`config.mk`:
```
export PLATFORM = sky130hd
export DESIGN_NAME = plic_top
export DESIGN_NICKNAME = d
export VERILOG_FILES = /design/src/rtl/plic_pkg.sv /design/src/rtl/plic_gateway.sv /design/src/rtl/plic_arbiter.sv /design/src/rtl/plic_regs.sv /design/src/rtl/plic_top.sv
export SDC_FILE = /design/constraint.sdc
export NUM_CORES = 1
export LEC_CHECK = 0
export ABC_AREA = 0
export BUFFER_PORTS_ARGS = -buffer_cell sky130_fd_sc_hd__buf_4
export CORE_MARGIN = 1.5
export CORE_UTILIZATION = 44
export DETAILED_ROUTE_END_ITERATION = 6
export SLEW_MARGIN = 20
export SYNTH_ARGS = -nofsm -noshare
export SYNTH_HDL_FRONTEND = slang
export SYNTH_HIERARCHICAL = 1
export SYNTH_SLANG_ARGS = --single-unit
```
`constraint.sdc`:
```
create_clock -name clk -period 111.4 [get_ports clk]
set_input_delay 5.57 -clock clk [delete_from_list [all_inputs] [get_ports clk]]
set_output_delay 5.57 -clock clk [all_outputs]
set_load 0.03 [all_outputs]
```
`src/rtl/plic_pkg.sv`:
```
// Shared widths and register map for the single-hart, two-context PLIC
// Offsets are 24-bit byte offsets from the controller base, word aligned
`default_nettype none

package plic_pkg;

  // ================================================
  // Widths
  // ================================================

  // Priority 0 means the source never interrupts
  localparam int prio_w = 3;

  // Source ID, 0 is reserved and means "no interrupt"
  localparam int id_w = 5;

  // Upper bound for NUM_SOURCES
  localparam int max_sources = 32;

  // Bus offset and data widths
  localparam int addr_w = 24;
  localparam int data_w = 32;

  // ================================================
  // Register offsets
  // ================================================

  // Priority words live below this offset, source number in addr[6:2]
  localparam logic [addr_w-1:0] off_priority_hi = 24'h001000;

  // Pending word, read only
  localparam logic [addr_w-1:0] off_pending     = 24'h001000;

  // Enable words, one per context
  localparam logic [addr_w-1:0] off_enable_m    = 24'h002000;
  localparam logic [addr_w-1:0] off_enable_s    = 24'h002080;

  // Threshold and claim/complete, M context then S context
  localparam logic [addr_w-1:0] off_threshold_m = 24'h200000;
  localparam logic [addr_w-1:0] off_claim_m     = 24'h200004;
  localparam logic [addr_w-1:0] off_threshold_s = 24'h201000;
  localparam logic [addr_w-1:0] off_claim_s     = 24'h201004;

endpackage

`default_nettype wire

```
`src/rtl/plic_gateway.sv`:
```
// Level-sensitive sources only; a claimed source stays blocked until completed
// Source 0 is reserved and never pends
`timescale 1ns/1ps
`default_nettype none

module plic_gateway #(
  parameter int NUM_SOURCES = 32
) (
  input  logic                        clk,
  input  logic                        reset_n,
  input  logic [NUM_SOURCES-1:0]      irq_sources,
  input  logic                        claim_valid,
  input  logic [plic_pkg::id_w-1:0]   claim_id,
  input  logic                        complete_valid,
  input  logic [plic_pkg::id_w-1:0]   complete_id,
  output logic [NUM_SOURCES-1:0]      pending
);

  // Per-source state
  logic [NUM_SOURCES-1:0] pending_q;
  logic [NUM_SOURCES-1:0] in_service_q;

  // One-hot decode of the strobes, and new requests from the sources
  logic [NUM_SOURCES-1:0] claim_hit;
  logic [NUM_SOURCES-1:0] complete_hit;
  logic [NUM_SOURCES-1:0] set_hit;

  // Loops start at 1 so bit 0 never decodes
  always_comb begin
    claim_hit    = '0;
    complete_hit = '0;
    for (int i = 1; i < NUM_SOURCES; i++) begin
      claim_hit[i]    = claim_valid && (int'(claim_id) == i);
      complete_hit[i] = complete_valid && (int'(complete_id) == i);
    end
  end

  // A level only pends while the source is idle in both states
  always_comb begin
    set_hit    = irq_sources & ~pending_q & ~in_service_q;
    set_hit[0] = 1'b0;
  end

  // Claim moves pending to in-service
  // Completion of an ID not in service falls out of the AND
  always_ff @(posedge clk or negedge reset_n) begin
    if (!reset_n) begin
      pending_q    <= '0;
      in_service_q <= '0;
    end else begin
      pending_q    <= (pending_q | set_hit) & ~claim_hit;
      in_service_q <= (in_service_q & ~complete_hit) | claim_hit;
    end
  end

  assign pending = pending_q;

  // ================================================
  // Checks
  // ================================================

  initial begin
    assert (NUM_SOURCES >= 2 && NUM_SOURCES <= plic_pkg::max_sources)
      else $error("NUM_SOURCES out of range");
  end

  // Strobes from the register file must name a real source
  a_ids_in_range: assert property (@(posedge clk) disable iff (!reset_n)
    (claim_valid |-> int'(claim_id) < NUM_SOURCES) and
    (complete_valid |-> int'(complete_id) < NUM_SOURCES));

endmodule

`default_nettype wire

```
`src/rtl/plic_arbiter.sv`:
```
// Combinational arbiter for one context; ties go to the lowest source ID
// clk and reset_n only clock the consistency check
`timescale 1ns/1ps
`default_nettype none

module plic_arbiter #(
  parameter int NUM_SOURCES = 32
) (
  input  logic                                   clk,
  input  logic                                   reset_n,
  input  logic [NUM_SOURCES-1:0]                 pending,
  input  logic [NUM_SOURCES-1:0]                 enable,
  input  logic [NUM_SOURCES*plic_pkg::prio_w-1:0] prio_flat,
  input  logic [plic_pkg::prio_w-1:0]            threshold,
  output logic [plic_pkg::id_w-1:0]              best_id,
  output logic                                   eip
);

  // Sources that could interrupt this context right now
  logic [NUM_SOURCES-1:0] eligible;

  // Priority of the current winner during the search
  logic [plic_pkg::prio_w-1:0] best_prio;

  // ================================================
  // Eligibility
  // ================================================

  // Strictly above threshold, so threshold 7 masks everything
  always_comb begin
    eligible = '0;
    for (int i = 1; i < NUM_SOURCES; i++) begin
      eligible[i] = pending[i] && enable[i] &&
                    (prio_flat[i*plic_pkg::prio_w +: plic_pkg::prio_w] > threshold);
    end
  end

  // ================================================
  // Priority search
  // ================================================

  // Ascending scan with a strict compare keeps the lowest ID on a tie
  always_comb begin : search
    logic [plic_pkg::prio_w-1:0] prio_i;
    best_id   = '0;
    best_prio = '0;
    for (int i = 1; i < NUM_SOURCES; i++) begin
      prio_i = prio_flat[i*plic_pkg::prio_w +: plic_pkg::prio_w];
      if (eligible[i] && (prio_i > best_prio)) begin
        best_id   = i[plic_pkg::id_w-1:0];
        best_prio = prio_i;
      end
    end
  end

  // Interrupt line straight from the eligible set
  assign eip = |eligible;

  // ================================================
  // Checks
  // ================================================

  // Line and claim ID come from separate paths, they must agree
  a_eip_matches_id: assert property (@(posedge clk) disable iff (!reset_n)
    eip == (best_id != '0));

endmodule

`default_nettype wire

```
`src/rtl/plic_regs.sv`:
```
// Word-wide register bus with a one-entry response buffer, no byte lanes
// Claim side effects happen at request acceptance, never at response
`timescale 1ns/1ps
`default_nettype none

module plic_regs #(
  parameter int NUM_SOURCES = 32
) (
  input  logic                                    clk,
  input  logic                                    reset_n,

  // Request channel
  input  logic                                    req_valid,
  input  logic [plic_pkg::addr_w-1:0]             req_addr,
  input  logic                                    req_we,
  input  logic [plic_pkg::data_w-1:0]             req_wdata,
  output logic                                    req_ready,

  // Response channel
  output logic                                    rsp_valid,
  input  logic                                    rsp_ready,
  output logic [plic_pkg::data_w-1:0]             rsp_rdata,

  // Gateway and arbiter side
  input  logic [NUM_SOURCES-1:0]                  pending,
  input  logic [plic_pkg::id_w-1:0]               best_id_m,
  input  logic [plic_pkg::id_w-1:0]               best_id_s,
  output logic [NUM_SOURCES*plic_pkg::prio_w-1:0] prio_flat,
  output logic [NUM_SOURCES-1:0]                  enable_m,
  output logic [NUM_SOURCES-1:0]                  enable_s,
  output logic [plic_pkg::prio_w-1:0]             threshold_m,
  output logic [plic_pkg::prio_w-1:0]             threshold_s,
  output logic                                    claim_valid,
  output logic [plic_pkg::id_w-1:0]               claim_id,
  output logic                                    complete_valid,
  output logic [plic_pkg::id_w-1:0]               complete_id
);

  localparam int PW = plic_pkg::prio_w;

  // Configuration state
  logic [NUM_SOURCES*PW-1:0]       prio_q;
  logic [NUM_SOURCES-1:0]          enable_m_q;
  logic [NUM_SOURCES-1:0]          enable_s_q;
  logic [PW-1:0]                   threshold_m_q;
  logic [PW-1:0]                   threshold_s_q;

  // Response buffer
  logic                            rsp_valid_q;
  logic [plic_pkg::data_w-1:0]     rsp_rdata_q;

  // Decode
  logic                            is_prio;
  logic                            is_pending;
  logic                            is_en_m;
  logic                            is_en_s;
  logic                            is_thr_m;
  logic                            is_claim_m;
  logic                            is_thr_s;
  logic                            is_claim_s;
  logic [4:0]                      prio_src;
  logic                            prio_ok;

  // Handshake
  logic                            accept;
  logic                            wr_en;
  logic                            rd_en;
  logic [plic_pkg::data_w-1:0]     rd_data;

  // ================================================
  // Handshake
  // ================================================

  // Ready while the buffer is empty or drains this cycle
  assign req_ready = !rsp_valid_q || rsp_ready;
  assign accept    = req_valid && req_ready;
  assign wr_en     = accept && req_we;
  assign rd_en     = accept && !req_we;

  // ================================================
  // Address decode
  // ================================================

  assign is_prio    = (req_addr < plic_pkg::off_priority_hi);
  assign is_pending = (req_addr == plic_pkg::off_pending);
  assign is_en_m    = (req_addr == plic_pkg::off_enable_m);
  assign is_en_s    = (req_addr == plic_pkg::off_enable_s);
  assign is_thr_m   = (req_addr == plic_pkg::off_threshold_m);
  assign is_claim_m = (req_addr == plic_pkg::off_claim_m);
  assign is_thr_s   = (req_addr == plic_pkg::off_threshold_s);
  assign is_claim_s = (req_addr == plic_pkg::off_claim_s);

  // One priority word per source
  assign prio_src = req_addr[6:2];
  assign prio_ok  = is_prio && (int'(prio_src) < NUM_SOURCES);

  // ================================================
  // Read mux
  // ================================================

  // Anything unmapped reads 0
  always_comb begin
    rd_data = '0;
    if (prio_ok) begin
      rd_data[PW-1:0] = prio_q[int'(prio_src)*PW +: PW];
    end else if (is_pending) begin
      rd_data[NUM_SOURCES-1:0] = pending;
    end else if (is_en_m) begin
      rd_data[NUM_SOURCES-1:0] = enable_m_q;
    end else if (is_en_s) begin
      rd_data[NUM_SOURCES-1:0] = enable_s_q;
    end else if (is_thr_m) begin
      rd_data[PW-1:0] = threshold_m_q;
    end else if (is_thr_s) begin
      rd_data[PW-1:0] = threshold_s_q;
    end else if (is_claim_m) begin
      rd_data[plic_pkg::id_w-1:0] = best_id_m;
    end else if (is_claim_s) begin
      rd_data[plic_pkg::id_w-1:0] = best_id_s;
    end
  end

  // ================================================
  // Claim and complete strobes
  // ================================================

  // Claim ID follows the context addressed
  assign claim_id    = is_claim_m ? best_id_m : best_id_s;
  assign claim_valid = rd_en && (is_claim_m || is_claim_s) && (claim_id != '0);

  // Any ID goes to the gateway, which drops ones not in service
  assign complete_id    = req_wdata[plic_pkg::id_w-1:0];
  assign complete_valid = wr_en && (is_claim_m || is_claim_s);

  // ================================================
  // Configuration registers
  // ================================================

  // Source 0 priority is never written, so it stays 0
  always_ff @(posedge clk or negedge reset_n) begin
    if (!reset_n) begin
      prio_q        <= '0;
      enable_m_q    <= '0;
      enable_s_q    <= '0;
      threshold_m_q <= '0;
      threshold_s_q <= '0;
    end else if (wr_en) begin
      if (prio_ok && (prio_src != '0)) begin
        prio_q[int'(prio_src)*PW +: PW] <= req_wdata[PW-1:0];
      end
      if (is_en_m) begin
        enable_m_q <= req_wdata[NUM_SOURCES-1:0];
      end
      if (is_en_s) begin
        enable_s_q <= req_wdata[NUM_SOURCES-1:0];
      end
      if (is_thr_m) begin
        threshold_m_q <= req_wdata[PW-1:0];
      end
      if (is_thr_s) begin
        threshold_s_q <= req_wdata[PW-1:0];
      end
    end
  end

  assign prio_flat   = prio_q;
  assign enable_m    = enable_m_q;
  assign enable_s    = enable_s_q;
  assign threshold_m = threshold_m_q;
  assign threshold_s = threshold_s_q;

  // ================================================
  // Response buffer
  // ================================================

  always_ff @(posedge clk or negedge reset_n) begin
    if (!reset_n) begin
      rsp_valid_q <= 1'b0;
    end else if (accept) begin
      rsp_valid_q <= 1'b1;
    end else if (rsp_ready) begin
      rsp_valid_q <= 1'b0;
    end
  end

  // Data only loads on acceptance, writes answer 0
  always_ff @(posedge clk) begin
    if (accept) begin
      rsp_rdata_q <= req_we ? '0 : rd_data;
    end
  end

  assign rsp_valid = rsp_valid_q;
  assign rsp_rdata = rsp_rdata_q;

  // ================================================
  // Checks
  // ================================================

  // Stalled response holds
  a_rsp_stable: assert property (@(posedge clk) disable iff (!reset_n)
    rsp_valid && !rsp_ready |=> rsp_valid && $stable(rsp_rdata));

  // A claim only ever names a source the gateway holds pending
  a_claim_pending: assert property (@(posedge clk) disable iff (!reset_n)
    claim_valid |-> pending[claim_id]);

endmodule

`default_nettype wire

```
`src/rtl/plic_top.sv`:
```
// Single hart, M and S contexts, level-sensitive sources 1 to NUM_SOURCES-1
// NUM_SOURCES from 2 to 32, passed down to every block
`timescale 1ns/1ps
`default_nettype none

module plic_top #(
  parameter int NUM_SOURCES = 32
) (
  input  logic                              clk,
  input  logic                              reset_n,

  // Register bus
  input  logic                              req_valid,
  input  logic [plic_pkg::addr_w-1:0]       req_addr,
  input  logic                              req_we,
  input  logic [plic_pkg::data_w-1:0]       req_wdata,
  output logic                              req_ready,
  output logic                              rsp_valid,
  input  logic                              rsp_ready,
  output logic [plic_pkg::data_w-1:0]       rsp_rdata,

  // Interrupt sources and context lines
  input  logic [NUM_SOURCES-1:0]            irq_sources,
  output logic                              mei,
  output logic                              sei
);

  // ================================================
  // Internal nets
  // ================================================

  logic [NUM_SOURCES-1:0]                  pending;
  logic [NUM_SOURCES*plic_pkg::prio_w-1:0] prio_flat;
  logic [NUM_SOURCES-1:0]                  enable_m;
  logic [NUM_SOURCES-1:0]                  enable_s;
  logic [plic_pkg::prio_w-1:0]             threshold_m;
  logic [plic_pkg::prio_w-1:0]             threshold_s;
  logic [plic_pkg::id_w-1:0]               best_id_m;
  logic [plic_pkg::id_w-1:0]               best_id_s;
  logic                                    claim_valid;
  logic [plic_pkg::id_w-1:0]               claim_id;
  logic                                    complete_valid;
  logic [plic_pkg::id_w-1:0]               complete_id;

  // ================================================
  // Instances
  // ================================================

  plic_gateway #(.NUM_SOURCES(NUM_SOURCES)) u_gateway (
    .clk            (clk),
    .reset_n        (reset_n),
    .irq_sources    (irq_sources),
    .claim_valid    (claim_valid),
    .claim_id       (claim_id),
    .complete_valid (complete_valid),
    .complete_id    (complete_id),
    .pending        (pending)
  );

  // Machine context
  plic_arbiter #(.NUM_SOURCES(NUM_SOURCES)) u_arb_m (
    .clk       (clk),
    .reset_n   (reset_n),
    .pending   (pending),
    .enable    (enable_m),
    .prio_flat (prio_flat),
    .threshold (threshold_m),
    .best_id   (best_id_m),
    .eip       (mei)
  );

  // Supervisor context
  plic_arbiter #(.NUM_SOURCES(NUM_SOURCES)) u_arb_s (
    .clk       (clk),
    .reset_n   (reset_n),
    .pending   (pending),
    .enable    (enable_s),
    .prio_flat (prio_flat),
    .threshold (threshold_s),
    .best_id   (best_id_s),
    .eip       (sei)
  );

  plic_regs #(.NUM_SOURCES(NUM_SOURCES)) u_regs (
    .clk            (clk),
    .reset_n        (reset_n),
    .req_valid      (req_valid),
    .req_addr       (req_addr),
    .req_we         (req_we),
    .req_wdata      (req_wdata),
    .req_ready      (req_ready),
    .rsp_valid      (rsp_valid),
    .rsp_ready      (rsp_ready),
    .rsp_rdata      (rsp_rdata),
    .pending        (pending),
    .best_id_m      (best_id_m),
    .best_id_s      (best_id_s),
    .prio_flat      (prio_flat),
    .enable_m       (enable_m),
    .enable_s       (enable_s),
    .threshold_m    (threshold_m),
    .threshold_s    (threshold_s),
    .claim_valid    (claim_valid),
    .claim_id       (claim_id),
    .complete_valid (complete_valid),
    .complete_id    (complete_id)
  );

endmodule

`default_nettype wire

```
; ---- Word level (Yosys, flattened, before mapping)
; Cells that the tools add are included.
[op_classes]
addsub = 1
multipliers = 1
order_cmp = 124
eq_ne = 69
shifts = 3
mux = 137
bitwise = 10
reduce_logical = 270
[op_table]
columns = op, count
row1 = $gt A3 B3 Y1, 122
row2 = $logic_and A1 B1 Y1, 255
row3 = $mux W3, 71
row4 = $mux W5, 36
row5 = $eq A5 B5 Y1 const B, 32
row6 = $and A32 B32 Y32, 4
row7 = $not A32 Y32, 4
row8 = $bwmux W96, 1
row9 = $eq A24 B22 Y1 const B, 4
row10 = $shift A3 B33 Y96 const A, 1
row11 = $shiftx A3 B33 Y96, 1
row12 = $shiftx A96 B32 Y3, 1
row13 = $eq A5 B4 Y1 const B, 16
row14 = $mux W32, 2
row15 = $mux W4, 16
row16 = $or A32 B32 Y32, 2
row17 = $reduce_or A31 Y1, 2
row18 = $eq A24 B14 Y1 const B, 2
row19 = $eq A5 B3 Y1 const B, 8
row20 = $neg A32 Y33, 1
row21 = $mux W27, 1
row22 = $eq A24 B13 Y1 const B, 1
row23 = $lt A24 B13 Y1 const B, 1
row24 = $eq A5 B2 Y1 const B, 4
row25 = other kinds (11), 27
[word_totals]
regBits = 263
inputBits = 93
output_inout_bits = 36
word_cells = 625

; ---- Depth between registers and ports, before layout
[logic_depth]
depth_word = 102
depth_mapped = 234
mapped_depth_nobuf = 233

; ---- By module
; Netlist, hierarchy kept.
[modules_own_cells]
columns = module, n_inst, cells_each, area_per_inst_um2, seq_area_each_um2
row1 = plic_arbiter, 2, 899, 6367.4, 0.0
row2 = plic_regs, 1, 761, 9616.7, 5139.9
row3 = plic_gateway, 1, 242, 2588.7, 1551.5

; ---- Least setup slack after synthesis
; Ideal clock, no wire load.
[synth_timing]
path_kind = reg-to-reg
start = reg u_regs.threshold_m_q[1] (netlist: u_regs/threshold_m[1])
end = reg u_gateway.pending_q[11] (netlist: u_gateway/pending[11])
setup_time_ns = 0.121
t_arrival_ns = 40.841
required_time_ns = 111.279
setup_slack_ns = 70.438
stages_incl_launch_ff = 223
n_path_buf = 1
period_less_slack_ns = 40.962
cell_sequence = dfrtp_1 > inv_1 > ha_1 > nor2b_1 > o311a_1 > and3_1 > ha_1 > o21ai_1 > nand4_4 > mux2_4 > ha_1 > nor2b_1 > o21a_1 > o21ai_1 > or2_1 > buf_2 > mux2_2 > ha_1 > [187 not listed] > nand2_1 > inv_1 > nand2_1 > o21a_1 > ha_1 > a21o_1 > a21oi_1 > a31oi_1 > a21oi_1 > and4_1 > nand2b_1 > nor4_1 > mux2i_1 > nor2_1 > nor4b_1 > and2b_1 > nand3_1 > o22a_1
[synth_between]
elab_chain_len = 100
word_cells_on_any_way = 191
classes_between = 61 x order compare / 1 x eq/ne / 62 x mux / 2 x bitwise / 65 x reduce/logical
[synth_lines]
columns = element, line_no
row1 = start: declaration, plic_regs.sv:45  ; logic [PW-1:0] threshold_m_q;
row2 = start signal: assignment, plic_regs.sv:158  ; threshold_m_q <= req_wdata[PW-1:0];
row3 = $gt A3 B3 Y1, plic_arbiter.sv:34  ; (prio_flat[i*plic_pkg::prio_w +: plic_pkg::prio_w] > threshold);
row4 = $logic_and A1 B1 Y1, plic_arbiter.sv:33  ; eligible[i] = pending[i] && enable[i] &&
row5 = $logic_and A1 B1 Y1, plic_arbiter.sv:49  ; if (eligible[i] && (prio_i > best_prio)) begin
row6 = $mux W3, plic_arbiter.sv:49
row7 = $gt A3 B3 Y1, plic_arbiter.sv:49
row8 = $logic_and A1 B1 Y1, plic_arbiter.sv:49
row9 = $mux W3, plic_arbiter.sv:49
row10 = $gt A3 B3 Y1, plic_arbiter.sv:49
row11 = [86 not listed], -
row12 = "via best_id_m, one bit", plic_top.sv:38  ; logic [plic_pkg::id_w-1:0] best_id_m;
row13 = $mux W5 *, plic_regs.sv:128  ; assign claim_id = is_claim_m ? best_id_m : best_id_s;
row14 = $reduce_bool A5 Y1 *, plic_regs.sv:129  ; assign claim_valid = rd_en && (is_claim_m || is_claim_s) && (claim_id != '0);
row15 = $logic_and A1 B1 Y1 *, plic_regs.sv:129
row16 = via claim_valid, plic_top.sv:40  ; logic claim_valid;
row17 = $logic_and A1 B1 Y1 *, plic_gateway.sv:33  ; claim_hit[i] = claim_valid && (int'(claim_id) == i);
row18 = $not A32 Y32 *, plic_gateway.sv:51  ; pending_q <= (pending_q | set_hit) & ~claim_hit;
row19 = $and A32 B32 Y32 *, plic_gateway.sv:51
row20 = end signal: assignment, plic_gateway.sv:51
row21 = end: declaration, plic_gateway.sv:20  ; logic [NUM_SOURCES-1:0] pending_q;
; The timed path passes the listed nets; every way through them passes the cells marked *.
; A chain may end at the register's enable or synchronous reset.

; ---- Worst setup path in the final report
[layout_timing]
start = reg u_regs.threshold_m_q[2] (netlist: u_regs/threshold_m[2])
end = reg u_gateway.pending_q[7] (netlist: u_gateway/pending[7])
; The elaborated chain is that of the path after synthesis.

==> metrics.yaml <==
status: "finished with violations"
failed_checks: "DRC"
synthXorXnorAreaFrac: 0
fin_ws_ns: 63.76
yosys_warnings: 6
vias: 23500
cts_tree: "yes"
cp_data_arrival_time_ns: 48.12
synth.distinct_cells: 120
syn_inst: 2801
wirelength_um: 90300
worst_pin_slew_ns: 1.17
core.rowCount: 87
fp.dieH_um: 241
stdcell_area_um2: 27800
grt_antenna_before_repair: 3
yosys.area_share.simple: 0.193
avgSynthCellArea_um2: 8.90
port_buffers: 127
synthMuxAreaShare: 0.101
hp-class: "flip-flop to flip-flop"
fin_crit_sh: 0.428
die_area_um2: 58100
syn_nets: 3162
drv_slew: 0
drt_pass1_iterations: 7
tns_ns: 0
crit_required_ns: 111.88
fin_cells: 3696
synthFlopType: "dfrtp_1"
setup_viol: 0
pre_cts_ws_ns: 64.39
p_leak_nw: 11.9
cts-resized-gates: 0
dp_hpwl_um: 69400
grt.total_usage: 0.306
layout_common_cells: "nand2_1 (269), ha_1 (268), dfrtp_1 (229)"
cp_common_cell: "nor2_1"
netlist_area_um2: 24900
period_needed_ns: 47.64
core_area_um2: 56200
place_area_um2: 26700
cp_slowest_cell: "nor4b_1"
wl_per_cell_um: 24.4
ant_nets: 0
clkTransAtPathRegs_ns: 0.07
clk_path_buf_depth: 3
fin_skew_ns: 0.0290
cts_hold_buf: 0
drt-initial-drc-count: 2302
drive_gt1_frac: 0.166
routed_via_density: 6.37
clock_tree.root_cell: "clkbuf_16"
ys_ff_latch: 261
h-tree-depth: 1
crit_family: "compound AO/OA/AOI/OAI gates"
async_flop_share: 0.877
die_x_um: 241
worst_setup_path_end_kind: "flip-flop"
synth_compound_area_frac: 0.247
grt_pass1_wl_um: 136000
critPathMaxStageDelay_ns: 0.80
placedCellCount: 3641
critPathKind: "flip-flop to flip-flop"
synth-adder-area-share: 0.148
syn_to_final_growth_pct: 11.6
synth_top_family_by_area: "compound AO/OA/AOI/OAI gates"
start_util: 0.444
gp_congestion: 0.931
relSlewSlack: 0.214
finish.utilization: 0.495
route.detailed.drc: 6
grt-ovfl-total: 0
clock-sinks: 261
clk_latency_ns: 0.59
io_pins: 129
p_per_area_nw_per_um2: 7.93
fmax_mhz: 21.0
final_common_cell: "nand2_1"
setup.worst_path.start_class: "flip-flop"
seq_area_frac_synth: 0.268
synth_edf_count: 32
cts_buffers: 29
power_mw: 0.221
nets: 3277
crit_fanout: 31
maxCapViolCount: 0
hold_viol: 0
post_cts_buffers: 0
irDropWorstVdd_mv: 0.0119
worst-path-buf-inv: 9
grt_pass1_vias: 22800
fin_hold_ws_ns: 0.491
rsz0062_at_grt: "no"
grt_max_degree: 100
-- state kept, by name, summed over array words and instances, names as in the netlist --
signal,flops
u_gateway/in_service_q,31
u_regs/prio_flat,96
u_regs/rsp_rdata,32
u_gateway/pending,31
u_regs/rsp_valid,1
u_regs/threshold_s,3
u_regs/threshold_m,3
u_regs/enable_m,32
u_regs/enable_s,32
-- Yosys cell counts (16+ instances only) --
cell type,number,area [um^2]
dfrtp_1,229,5730
and2_1,62,388
a222oi_1,27,270
nor2_1,186,698
o211ai_1,32,240
a31oi_1,36,225
o21a_1,39,293
clkbuf_1,31,116
buf_2,18,90.1
a21oi_1,151,756
nand4_1,20,125
o22a_1,22,193
or2_2,16,100
ha_1,268,3350
edfxtp_1,32,961
o21ai_1,18,90.1
a311oi_1,46,403
mux2i_1,21,210
nand2b_1,22,138
nand2_1,271,1020
mux4_2,22,495
maj3_1,28,280
inv_1,201,754
nand3_1,93,465
nor3_1,56,280
nor2b_1,57,357
a21o_1,68,510
and3_1,30,188
mux2_4,22,330
mux2_2,113,1270
o21ai_0,192,961
nor4_1,20,125
-- where the power goes --
group          switching [mW]  internal, mW
Combinational         0.00902       0.00431
Sequential           0.000170        0.0969
Clock                  0.0430        0.0673
Total                  0.0522         0.169
-- path summary, 6_finish.rpt --
| kind | start | end | slack [ns] | cells after the start |
|---|---|---|---|---|
| max | u_regs/threshold_m[2] | u_gateway/pending[7] | 63.76 | 227 |
| min | u_regs/prio_flat[1] | u_regs/prio_flat[1] | 0.49 | 1 |
| max reg2reg | u_regs/threshold_m[2] | u_gateway/pending[7] | 63.76 | 227 |
| min reg2reg | u_regs/prio_flat[1] | u_regs/prio_flat[1] | 0.49 | 1 |
| max in group asynchronous | reset_n | u_regs/enable_s[17] | 104.92 | 2 |
| min in group asynchronous | reset_n | u_regs/enable_m[9] | 4.97 | 1 |
-- layout make-up --
class | instances | area (um^2)
clock buffer | 35 | 790
timing repair buffer | 148 | 1120
inverter | 201 | 754
sequential | 261 | 6690
antenna | 1 | 2.50
fill | 5389 | 28300
tap | 756 | 946
multi-input combinational | 2275 | 17200
clock inverter | 19 | 308
-- cell families (layout without fill, tap and decap cells) --
kind of cell               after synthesis  in the layout
AOI/OAI and AO/OA                      850            850
other                                    1              2
buffers and inverters                  265            403
and+or+nand+nor                        928            928
adders and majority gates              302            302
muxes                                  194            194
DFF                                    261            261
-- layer usage --
metal / wire [um] / track usage / up-vias
li1: - / - / 10900
met1: 39200 / 0.409 / 11700
met2: 41200 / 0.495 / 813
met3: 4830 / 0.0261 / 155
met4: 5010 / 0.155 / 2
met5: 17 / 0 / -
Note: power is estimated with default switching activity, not from simulation.
